`config.mk`:
```
export PLATFORM = sky130hd
export DESIGN_NAME = permutationTop
export DESIGN_NICKNAME = d
export VERILOG_FILES = /design/src/hdl/permutationPkg.sv /design/src/hdl/resultOriginFifo.sv /design/src/hdl/permutationController.sv /design/src/hdl/permutationPipeline.sv /design/src/hdl/activityProfiler.sv /design/src/hdl/permutationTop.sv
export SDC_FILE = /design/constraint.sdc
export NUM_CORES = 2
export LEC_CHECK = 0
export BUFFER_PORTS_ARGS = -buffer_cell sky130_fd_sc_hd__clkbuf_2
export CAP_MARGIN = 15
export CELL_PAD_IN_SITES_DETAIL_PLACEMENT = 0
export CELL_PAD_IN_SITES_GLOBAL_PLACEMENT = 2
export CORE_MARGIN = 4
export CORE_UTILIZATION = 45
export CTS_BUF_LIST = sky130_fd_sc_hd__clkbuf_16
export DETAILED_ROUTE_END_ITERATION = 8
export PLACE_DENSITY_LB_ADDON = 0.1
export SETUP_SLACK_MARGIN = 0.05
export SYNTH_ARGS = -nofsm -noshare
export SYNTH_HDL_FRONTEND = slang
export SYNTH_SLANG_ARGS = --single-unit
```
`constraint.sdc`:
```
create_clock -name clk -period 21.4 [get_ports clk]
set_input_delay 5.35 -clock clk [delete_from_list [all_inputs] [get_ports clk]]
set_output_delay 5.35 -clock clk [all_outputs]
set_load 0.03 [all_outputs]
```
`src/hdl/permutationPkg.sv`:
```
package permutationPkg;

    // Word layout shared by the datapath and the host side
    localparam int wordWidth   = 128;
    localparam int resultWidth = 64;

    // Bot result fields, sum in the low bits and match count above it
    localparam int sumWidth    = 48;
    localparam int countWidth  = 13;

    // Source of each queued result, in issue order
    typedef enum logic [0:0] {
        originTop = 1'b0,
        originBot = 1'b1
    } resultOrigin_t;

    // Input controller states
    typedef enum logic [1:0] {
        // Ready held low after reset
        stInit    = 2'd0,
        stRun     = 2'd1,
        // Top waiting in the holding register for the pipeline to empty
        stDrain   = 2'd2,
        stLoadTop = 2'd3
    } ctrlState_t;

endpackage

```
`src/hdl/resultOriginFifo.sv`:
```
`timescale 1ns/1ps

module resultOriginFifo #(
    parameter int WIDTH = 1,
    parameter int DEPTH_LOG2 = 6
) (
    input  logic clk,
    input  logic resetn,
    input  logic writeEnable,
    input  logic [WIDTH-1:0] dataIn,
    input  logic readEnable,
    output logic [WIDTH-1:0] dataOut,
    output logic empty,
    output logic full,
    output logic [DEPTH_LOG2:0] freeCount
);

    localparam int DEPTH = 1 << DEPTH_LOG2;

    logic [WIDTH-1:0] storage [DEPTH];
    logic [DEPTH_LOG2-1:0] readPtr;
    logic [DEPTH_LOG2-1:0] writePtr;
    logic [DEPTH_LOG2:0] used;
    logic doRead;
    logic doWrite;

    assign doRead = readEnable && !empty;
    // A full queue still takes a word when the head leaves on the same edge
    assign doWrite = writeEnable && (!full || doRead);

    assign empty = (used == '0);
    assign full = (used == (DEPTH_LOG2 + 1)'(DEPTH));
    assign freeCount = (DEPTH_LOG2 + 1)'(DEPTH) - used;

    // Show-ahead head word
    assign dataOut = storage[readPtr];

    always_ff @(posedge clk) begin
        if (doWrite) begin
            storage[writePtr] <= dataIn;
        end
    end

    always_ff @(posedge clk) begin
        if (!resetn) begin
            readPtr <= '0;
            writePtr <= '0;
            used <= '0;
        end else begin
            if (doRead) begin
                readPtr <= readPtr + 1'b1;
            end
            if (doWrite) begin
                writePtr <= writePtr + 1'b1;
            end
            case ({doWrite, doRead})
                2'b10: used <= used + 1'b1;
                2'b01: used <= used - 1'b1;
                default: used <= used;
            endcase
        end
    end

endmodule

```
`src/hdl/permutationController.sv`:
```
`timescale 1ns/1ps

module permutationController #(
    parameter int INIT_CYCLES = 8
) (
    input  logic clk,
    input  logic resetn,
    input  logic ivalid,
    input  logic startNewTop,
    input  logic [63:0] botLower,
    input  logic [63:0] botUpper,
    input  logic pipelineEmpty,
    input  logic resultSpace,
    input  logic originFull,
    output logic oready,
    output logic writeBot,
    output logic [permutationPkg::wordWidth-1:0] botWord,
    output logic [permutationPkg::wordWidth-1:0] topWord,
    output logic pushOrigin,
    output permutationPkg::resultOrigin_t originIn
);
    import permutationPkg::*;

    localparam int INIT_WIDTH = $clog2(INIT_CYCLES + 2);

    ctrlState_t state;
    ctrlState_t nextState;
    logic [INIT_WIDTH-1:0] initCount;
    logic [wordWidth-1:0] heldWord;
    logic heldValid;
    logic heldIsTop;
    logic [wordWidth-1:0] topReg;
    logic loadTop;
    logic heldIssued;
    logic accept;

    // Bots go straight out of the holding register when the buffers have room
    assign writeBot = (state == stRun) && heldValid && !heldIsTop && resultSpace && !originFull;
    assign loadTop = (state == stLoadTop);
    assign heldIssued = writeBot || loadTop;

    // Holding register frees up on the same edge it is issued
    assign oready = (state != stInit) && (!heldValid || heldIssued) && resultSpace && !originFull;
    assign accept = ivalid && oready;

    assign pushOrigin = heldIssued;
    assign originIn = loadTop ? originTop : originBot;
    assign botWord = heldWord;
    assign topWord = topReg;

    always_comb begin
        nextState = state;
        case (state)
            stInit: begin
                if (initCount <= INIT_WIDTH'(1)) begin
                    nextState = stRun;
                end
            end
            stRun: begin
                if (heldValid && heldIsTop) begin
                    nextState = stDrain;
                end
            end
            stDrain: begin
                // Origin slot checked here, the push happens in stLoadTop
                if (pipelineEmpty && !originFull) begin
                    nextState = stLoadTop;
                end
            end
            stLoadTop: begin
                nextState = stRun;
            end
            default: begin
                nextState = stInit;
            end
        endcase
    end

    always_ff @(posedge clk) begin
        if (!resetn) begin
            state <= stInit;
            initCount <= INIT_WIDTH'(INIT_CYCLES);
        end else begin
            state <= nextState;
            if (state == stInit && initCount != '0) begin
                initCount <= initCount - 1'b1;
            end
        end
    end

    always_ff @(posedge clk) begin
        if (!resetn) begin
            heldValid <= 1'b0;
            heldIsTop <= 1'b0;
        end else if (accept) begin
            heldValid <= 1'b1;
            heldIsTop <= startNewTop;
        end else if (heldIssued) begin
            heldValid <= 1'b0;
        end
    end

    always_ff @(posedge clk) begin
        if (accept) begin
            heldWord <= {botUpper, botLower};
        end
    end

    // Bots before the first top compare against an all-zero top
    always_ff @(posedge clk) begin
        if (!resetn) begin
            topReg <= '0;
        end else if (loadTop) begin
            topReg <= heldWord;
        end
    end

endmodule

```
`src/hdl/permutationPipeline.sv`:
```
`timescale 1ns/1ps

module permutationPipeline #(
    parameter int RESULT_DEPTH_LOG2 = 3
) (
    input  logic clk,
    input  logic resetn,
    input  logic writeBot,
    input  logic [permutationPkg::wordWidth-1:0] botWord,
    input  logic [permutationPkg::wordWidth-1:0] topWord,
    input  logic grabBot,
    output logic resultsAvailable,
    output logic [permutationPkg::resultWidth-1:0] result,
    output logic pipelineEmpty,
    output logic resultSpace,
    output logic [2:0] activityMeasure
);
    import permutationPkg::*;

    localparam int ROTATIONS = 4;
    localparam int ROT_STEP = wordWidth / ROTATIONS;
    localparam int POP_WIDTH = $clog2(wordWidth + 1);
    localparam int SUM_RAW = POP_WIDTH + 2;
    // Four stages in flight plus the bot being issued
    localparam int SPACE_NEEDED = 5;

    function automatic logic [POP_WIDTH-1:0] popCount(input logic [wordWidth-1:0] value);
        logic [POP_WIDTH-1:0] total;
        total = '0;
        for (int i = 0; i < wordWidth; i++) begin
            total = total + POP_WIDTH'(value[i]);
        end
        return total;
    endfunction

    function automatic logic [wordWidth-1:0] rotateLeft(input logic [wordWidth-1:0] value,
                                                        input int shift);
        logic [2*wordWidth-1:0] doubled;
        doubled = {value, value};
        return doubled[2*wordWidth-1-shift -: wordWidth];
    endfunction

    logic [3:0] stageValid;
    logic [wordWidth-1:0] s1Rot [ROTATIONS];
    logic [wordWidth-1:0] s2And [ROTATIONS];
    logic [ROTATIONS-1:0] s2Subset;
    logic [POP_WIDTH-1:0] s3Pop [ROTATIONS];
    logic [ROTATIONS-1:0] s3Subset;
    logic [resultWidth-1:0] s4Result;
    logic [SUM_RAW-1:0] popTotal;
    logic [2:0] matchTotal;
    logic bufferEmpty;
    logic [RESULT_DEPTH_LOG2:0] bufferFree;

    always_ff @(posedge clk) begin
        if (!resetn) begin
            stageValid <= '0;
        end else begin
            stageValid <= {stageValid[2:0], writeBot};
        end
    end

    always_ff @(posedge clk) begin
        // Stage 1 forms the rotations
        if (writeBot) begin
            for (int r = 0; r < ROTATIONS; r++) begin
                s1Rot[r] <= rotateLeft(botWord, r * ROT_STEP);
            end
        end
        // Stage 2 masks with the top, subset when nothing falls outside it
        if (stageValid[0]) begin
            for (int r = 0; r < ROTATIONS; r++) begin
                s2And[r] <= s1Rot[r] & topWord;
                s2Subset[r] <= ((s1Rot[r] & ~topWord) == '0);
            end
        end
        if (stageValid[1]) begin
            for (int r = 0; r < ROTATIONS; r++) begin
                s3Pop[r] <= popCount(s2And[r]);
            end
            s3Subset <= s2Subset;
        end
        if (stageValid[2]) begin
            s4Result <= {{(resultWidth - sumWidth - countWidth){1'b0}},
                         countWidth'(matchTotal), sumWidth'(popTotal)};
        end
    end

    always_comb begin
        popTotal = '0;
        matchTotal = '0;
        for (int r = 0; r < ROTATIONS; r++) begin
            popTotal = popTotal + SUM_RAW'(s3Pop[r]);
            matchTotal = matchTotal + 3'(s3Subset[r]);
        end
    end

    always_comb begin
        activityMeasure = '0;
        for (int s = 0; s < 4; s++) begin
            activityMeasure = activityMeasure + 3'(stageValid[s]);
        end
    end

    // Stage 4 output lands here four cycles after writeBot
    resultOriginFifo #(
        .WIDTH(resultWidth),
        .DEPTH_LOG2(RESULT_DEPTH_LOG2)
    ) resultBuffer (
        .clk(clk),
        .resetn(resetn),
        .writeEnable(stageValid[3]),
        .dataIn(s4Result),
        .readEnable(grabBot),
        .dataOut(result),
        .empty(bufferEmpty),
        .full(),
        .freeCount(bufferFree)
    );

    assign resultsAvailable = !bufferEmpty;
    assign pipelineEmpty = (stageValid == '0);
    assign resultSpace = (bufferFree >= (RESULT_DEPTH_LOG2 + 1)'(SPACE_NEEDED));

endmodule

```
`src/hdl/activityProfiler.sv`:
```
`timescale 1ns/1ps

module activityProfiler (
    input  logic clk,
    input  logic resetn,
    input  logic [2:0] activityMeasure,
    input  logic grabProfile,
    output logic [permutationPkg::resultWidth-1:0] profileWord
);
    import permutationPkg::*;

    localparam int HALF = resultWidth / 2;

    logic [HALF-1:0] clockCount;
    logic [HALF-1:0] activityCount;
    logic [HALF:0] activitySum;

    // Extra bit catches the carry for saturation
    assign activitySum = {1'b0, activityCount} + (HALF + 1)'(activityMeasure);

    // Occupancy is activity / (4 * clocks)
    assign profileWord = {activityCount, clockCount};

    always_ff @(posedge clk) begin
        if (!resetn || grabProfile) begin
            clockCount <= '0;
            activityCount <= '0;
        end else begin
            if (clockCount != '1) begin
                clockCount <= clockCount + 1'b1;
            end
            if (activitySum[HALF]) begin
                activityCount <= '1;
            end else begin
                activityCount <= activitySum[HALF-1:0];
            end
        end
    end

endmodule

```
`src/hdl/permutationTop.sv`:
```
`timescale 1ns/1ps

module permutationTop #(
    parameter int INIT_CYCLES = 8,
    parameter int ORIGIN_DEPTH_LOG2 = 6,
    parameter int RESULT_DEPTH_LOG2 = 3
) (
    input  logic clk,
    input  logic resetn,
    input  logic ivalid,
    input  logic startNewTop,
    input  logic [63:0] botLower,
    input  logic [63:0] botUpper,
    input  logic iready,
    output logic oready,
    output logic ovalid,
    output logic [permutationPkg::resultWidth-1:0] resultData
);
    import permutationPkg::*;

    localparam int ORIGIN_WIDTH = $bits(resultOrigin_t);

    logic writeBot;
    logic [wordWidth-1:0] botWord;
    logic [wordWidth-1:0] topWord;
    logic pushOrigin;
    resultOrigin_t originIn;
    logic pipelineEmpty;
    logic resultSpace;
    logic originFull;
    logic originEmpty;
    logic [ORIGIN_WIDTH-1:0] originHeadBits;
    resultOrigin_t headOrigin;
    logic botAvailable;
    logic [resultWidth-1:0] botResult;
    logic [resultWidth-1:0] profileWord;
    logic [2:0] activityMeasure;
    logic transfer;
    logic grabBot;
    logic grabProfile;

    permutationController #(
        .INIT_CYCLES(INIT_CYCLES)
    ) controller (
        .clk(clk),
        .resetn(resetn),
        .ivalid(ivalid),
        .startNewTop(startNewTop),
        .botLower(botLower),
        .botUpper(botUpper),
        .pipelineEmpty(pipelineEmpty),
        .resultSpace(resultSpace),
        .originFull(originFull),
        .oready(oready),
        .writeBot(writeBot),
        .botWord(botWord),
        .topWord(topWord),
        .pushOrigin(pushOrigin),
        .originIn(originIn)
    );

    // One entry per issued word keeps the output in input order
    resultOriginFifo #(
        .WIDTH(ORIGIN_WIDTH),
        .DEPTH_LOG2(ORIGIN_DEPTH_LOG2)
    ) originQueue (
        .clk(clk),
        .resetn(resetn),
        .writeEnable(pushOrigin),
        .dataIn(originIn),
        .readEnable(transfer),
        .dataOut(originHeadBits),
        .empty(originEmpty),
        .full(originFull),
        .freeCount()
    );

    permutationPipeline #(
        .RESULT_DEPTH_LOG2(RESULT_DEPTH_LOG2)
    ) pipeline (
        .clk(clk),
        .resetn(resetn),
        .writeBot(writeBot),
        .botWord(botWord),
        .topWord(topWord),
        .grabBot(grabBot),
        .resultsAvailable(botAvailable),
        .result(botResult),
        .pipelineEmpty(pipelineEmpty),
        .resultSpace(resultSpace),
        .activityMeasure(activityMeasure)
    );

    activityProfiler profiler (
        .clk(clk),
        .resetn(resetn),
        .activityMeasure(activityMeasure),
        .grabProfile(grabProfile),
        .profileWord(profileWord)
    );

    assign headOrigin = resultOrigin_t'(originHeadBits);

    // Occupancy record is always ready, a bot waits for its result
    assign ovalid = !originEmpty && (headOrigin == originTop || botAvailable);
    assign resultData = (headOrigin == originTop) ? profileWord : botResult;

    assign transfer = ovalid && iready;
    assign grabBot = transfer && (headOrigin == originBot);
    assign grabProfile = transfer && (headOrigin == originTop);

endmodule

```
==> flow_summary_export.csv <==
group,metric,value,unit
yosys,synth_edf_count,989,
yosys,synthesis.nets,5564,
setup_path,crit_end,"resultData[6]",
grt,track_usage,0.4102,
timing,setup_slack,12.06,ns
timing,fin_crit_sh,0.4366,
cts,clock_path_buffers,3,
setup_path,worst-path-stages,8,
timing,fin_crit,9.342,ns
timing,fmax,107.0,MHz
setup_path,crit_family,"flip-flops",
cts,cts-root-buf,"clkbuf_16",
final_layout,nFillCells,11690,
setup_path,start_kind,"register",
setup_path,worstSetupPathType,"reg2out",
min_path,hp-class,"reg2reg",
timing,tns,0,ns
setup_path,rr_worst_depth,19,
placement,globalplace.congestion,1.102,
cts,cts_buffers,138,
pwr,p_sw,6.104,mW
pwr,p_clk_frac,0.164,
setup_path,rr_startpoint,"pipeline.s2And[2][0]",
timing,finalHoldViolCount,0,
run_status,status,"complete, but fails checks",
floorplanning,io_pins,199,
yosys,syn_area,0.06173,mm2
cts,postCtsResizedCells,0,
setup_path,crit_required,16.05,ns
setup_path,crit_path_max_incr_delay,0.95,ns
drt,drt_iter0_markers,5632,
timing,slew_viol_final,0,
grt,antenna_found_initial,52,
yosys,syn_area_per_cell,12.84,um2
grt,grt_pass1_wl,378.3,mm
pwr,power_density,210.3,mW/mm2
floorplanning,die_area,0.1432,mm2
placement,place_hpwl,224.1,mm
floorplanning,start_util,0.4546,
cts,cts-htree-levels,4,
drt,antenna_left,0,
final_layout,final_util,0.5177,
yosys,ys.flop_type,"edfxtp_1",
placement,dp_slack,12.79,ns
cts,cts_setup_buffers,0,
drt,num_vias,41530,
run,max-cap-violations,1,
drt,via_per_inst,5.850,
cts,holdBufCountCts,0,
setup_path,r2r-end,"pipeline.s3Pop[2][6]",
setup_path,cpMaxStageDelayCell,"dfxtp_1",
setup_path,critical_path_buf_inv_count,2,
grt,grt_pass1_vias,41780,
cts,cts_tree,"yes",
cts,clk_latency,0.80,ns
yosys,syn-instance-count,4809,
pwr,switching_share,0.4129,
floorplanning,core,0.1358,mm2
final_layout,regArea,0.03455,mm2
final_layout,syn_to_final_growth,13.89,%
pwr,fin_total_pwr,14.78,mW
timing,setup_violations,0,
pwr,p_seq_frac,0.238,
yosys,yosys_warnings,0,
run_status,failed_checks,"max-capacitance violations",
cts,clkTransAtPathRegs,0.06,ns
timing,skew,0.03300,ns
setup_path,ff2ff_setup_slack,13.48,ns
yosys,ys_seq_area_frac,0.5596,
floorplanning,fp.dieW,378.4,um
setup_path,arrival,3.99,ns
drt,routedWlPerCell,40.97,um
timing,rsz0062_at_grt,"false",
drt,drc,0,
pwr,power_frac_comb,0.598,
yosys,synth_seq_cells,1231,
timing,tightest_slew,1.482,ns
setup_path,path_max_fanout,91,
yosys,async_reset_ff_frac,0,
min_path,hold_path.startpoint,"pipeline.s2Subset[3]",
grt,grt-ovfl-total,0,
yosys,synth_cell_types,67,
drt,firstDrtPassIters,9,
final_layout,multi_input_area,0.02313,mm2
setup_path,end_kind,"primary output",
floorplanning,rows,135,
setup_path,cp_cell_sequence,"mux4_2, a221oi_2, o21ai_1, a22oi_4, buf_4, nand2_1, o21ai_0, clkbuf_2",
pwr,p_leak,27.44,nW
final_layout,fin_nets,5925,
timing,relSlewSlack,0.002734,
final_layout,drive_gt1_frac,0.1159,
placement,io_buffers,198,
pwr,peakVddDrop,654.7,uV
drt,wirelength,290.8,mm
cts,clkSinkCount,1231,
grt,grt_max_degree,171,
floorplanning,die_height,378.4,um
pwr,internal_power,8.678,mW
==> final cells by class <==
cell class,instances,area share
Antenna cell,37,0.001317
Clock buffer,144,0.05125
Clock inverter,107,0.01442
Inverter,983,0.05262
Multi-Input combinational cell,2488,0.3291
Sequential cell,1231,0.4914
Tap cell,1781,0.03170
Timing Repair Buffer,328,0.02823
==> cells in the mapped netlist (9+ instances only) <==
cell type	count	area [um2]
buf_1	19	71.32
nor2_1	608	2282
and2_1	250	1564
dfxtp_1	242	4845
and3_1	12	75.07
mux4_2	42	945.9
a21o_1	19	142.6
nor4_1	34	212.7
xnor2_1	66	578.1
nand3_1	38	190.2
nand2_1	76	285.3
o21ai_0	41	205.2
a21oi_1	68	340.3
nor2b_1	15	93.84
buf_2	9	45.04
o22ai_1	159	994.7
nand4_1	26	162.7
inv_1	983	3690
fa_1	475	9509
o21bai_1	10	75.07
clkbuf_1	76	285.3
mux2i_1	156	1562
a221oi_1	81	709.4
or3_1	10	62.56
nor3_1	18	90.09
ha_1	147	1839
xor2_1	36	315.3
edfxtp_1	989	29700
or4_1	12	90.09
==> worst min-delay path by stage <==
| stage | slack, ns | to | cells past startpoint |
|---|---|---|---|
| CTS | 0.41 | pipeline.s3Subset[3] | 0 |
| global route | 0.42 | pipeline.s3Subset[1] | 0 |
| floorplan | 0.40 | pipeline.s3Subset[0] | 0 |
| finish | 0.42 | pipeline.s3Subset[3] | 0 |
| detailed placement | 0.41 | pipeline.s3Subset[1] | 0 |
| global placement | 0.40 | pipeline.s3Subset[2] | 0 |
==> worst register-to-register path, stage by stage (launching register included) <==
cell	delay, ns
edfxtp_1	0.39
ha_1	0.31
inv_1	0.07
fa_1	0.42
fa_1	0.64
fa_1	0.52
fa_1	0.56
fa_1	0.55
fa_1	0.53
fa_1	0.53
fa_1	0.53
fa_1	0.52
fa_1	0.52
fa_1	0.48
fa_1	0.43
o21ai_0	0.20
a21oi_1	0.14
o21bai_1	0.14
a21oi_1	0.09
xnor2_1	0.13
==> stage by stage <==
| stage | area (um2) | cells | hold slack, ns |
|---|---|---|---|
| after global placement | 65560 | 6807 | 0.4033 |
| after CTS | 70190 | 7060 | 0.4144 |
| final | 70310 | 7099 | 0.4172 |
| after detailed placement | 65580 | 6809 | 0.4056 |
| after floorplan | 61730 | 4809 | 0.4003 |
| after global routing | 70230 | 7067 | 0.4245 |
==> power groups by stage <==
stage	logic, mW	registers [mW]	clock network, mW
5_1_grt	10.1	3.52	2.55
2_1_floorplan	6.40	3.52	0
3_5_place_dp	8.83	3.56	0
3_3_place_gp	8.69	3.55	0
6_report	8.84	3.51	2.43
4_1_cts	8.94	3.51	2.45
==> cells in the final DEF (no fill, tap or decap), types with 8 or more instances in the layout <==
| cell | netlist | layout |
|---|---|---|
| fa_1 | 475 | 475 |
| inv_1 | 983 | 1012 |
| xor2_1 | 36 | 36 |
| edfxtp_1 | 989 | 989 |
| mux2i_1 | 156 | 156 |
| o22ai_1 | 159 | 159 |
| clkinv_2 | 0 | 18 |
| nand2_1 | 76 | 75 |
| ha_1 | 147 | 146 |
| nor2b_1 | 15 | 15 |
| or3_1 | 10 | 10 |
| diode_2 | 0 | 37 |
| o21ai_0 | 41 | 41 |
| nand2b_1 | 8 | 8 |
| xnor2_1 | 66 | 66 |
| nand3_1 | 38 | 38 |
| and3_1 | 12 | 12 |
| nor3_1 | 18 | 15 |
| inv_6 | 0 | 9 |
| bufinv_16 | 0 | 15 |
| a221oi_1 | 81 | 81 |
| clkinv_1 | 0 | 17 |
| nor4_1 | 34 | 30 |
| nand4_1 | 26 | 26 |
| o21bai_1 | 10 | 10 |
| clkbuf_16 | 0 | 144 |
| clkbuf_2 | 0 | 198 |
| nor2_2 | 8 | 8 |
| mux4_2 | 42 | 42 |
| buf_4 | 0 | 126 |
| dfxtp_1 | 242 | 239 |
| a21oi_1 | 68 | 68 |
| nor2_1 | 608 | 608 |
| or4_1 | 12 | 12 |
| and2_1 | 250 | 250 |
| a21o_1 | 19 | 19 |
==> logic make-up (layout without fill, tap and decap cells) <==
family,after synthesis,in the layout,synth area share
other,0,37,0
DFF,1231,1231,0.5596
muxes,198,198,0.04062
AOI/OAI and AO/OA,420,420,0.04597
and+or+nand+nor,1146,1146,0.08867
buffers and inverters,1090,1562,0.06688
adders and majority gates,622,622,0.1838
xor gates and xnor gates,102,102,0.01447
==> routing by layer <==
layer  vias up  share of wire  track usage
met4        12          0.097       0.3239
met3       809          0.097       0.1137
met5         -        0.00025            0
met2      2724           0.43       0.6096
li1      16830              -            -
met1     21150           0.37       0.5060
==> state kept, by name (all words and copies together) (netlist names), 4 cells and up, named ones only <==
| register | cells |
|---|---|
| pipeline.s2And | 512 |
| controller.botWord | 128 |
| controller.topWord | 128 |
| pipeline.s1Rot | 128 |
| pipeline.resultBuffer.storage | 104 |
| originQueue.storage | 64 |
| pipeline.s3Pop | 32 |
| profiler.activityCount | 32 |
| profiler.clockCount | 32 |
| pipeline.s4Result | 13 |
| originQueue.used | 7 |
| originQueue.readPtr | 6 |
| originQueue.writePtr | 6 |
| controller.initCount | 4 |
| pipeline.resultBuffer.used | 4 |
| pipeline.s2Subset | 4 |
| pipeline.s3Subset | 4 |
| pipeline.stageValid | 4 |
Note: power is estimated with default switching activity, not from simulation.
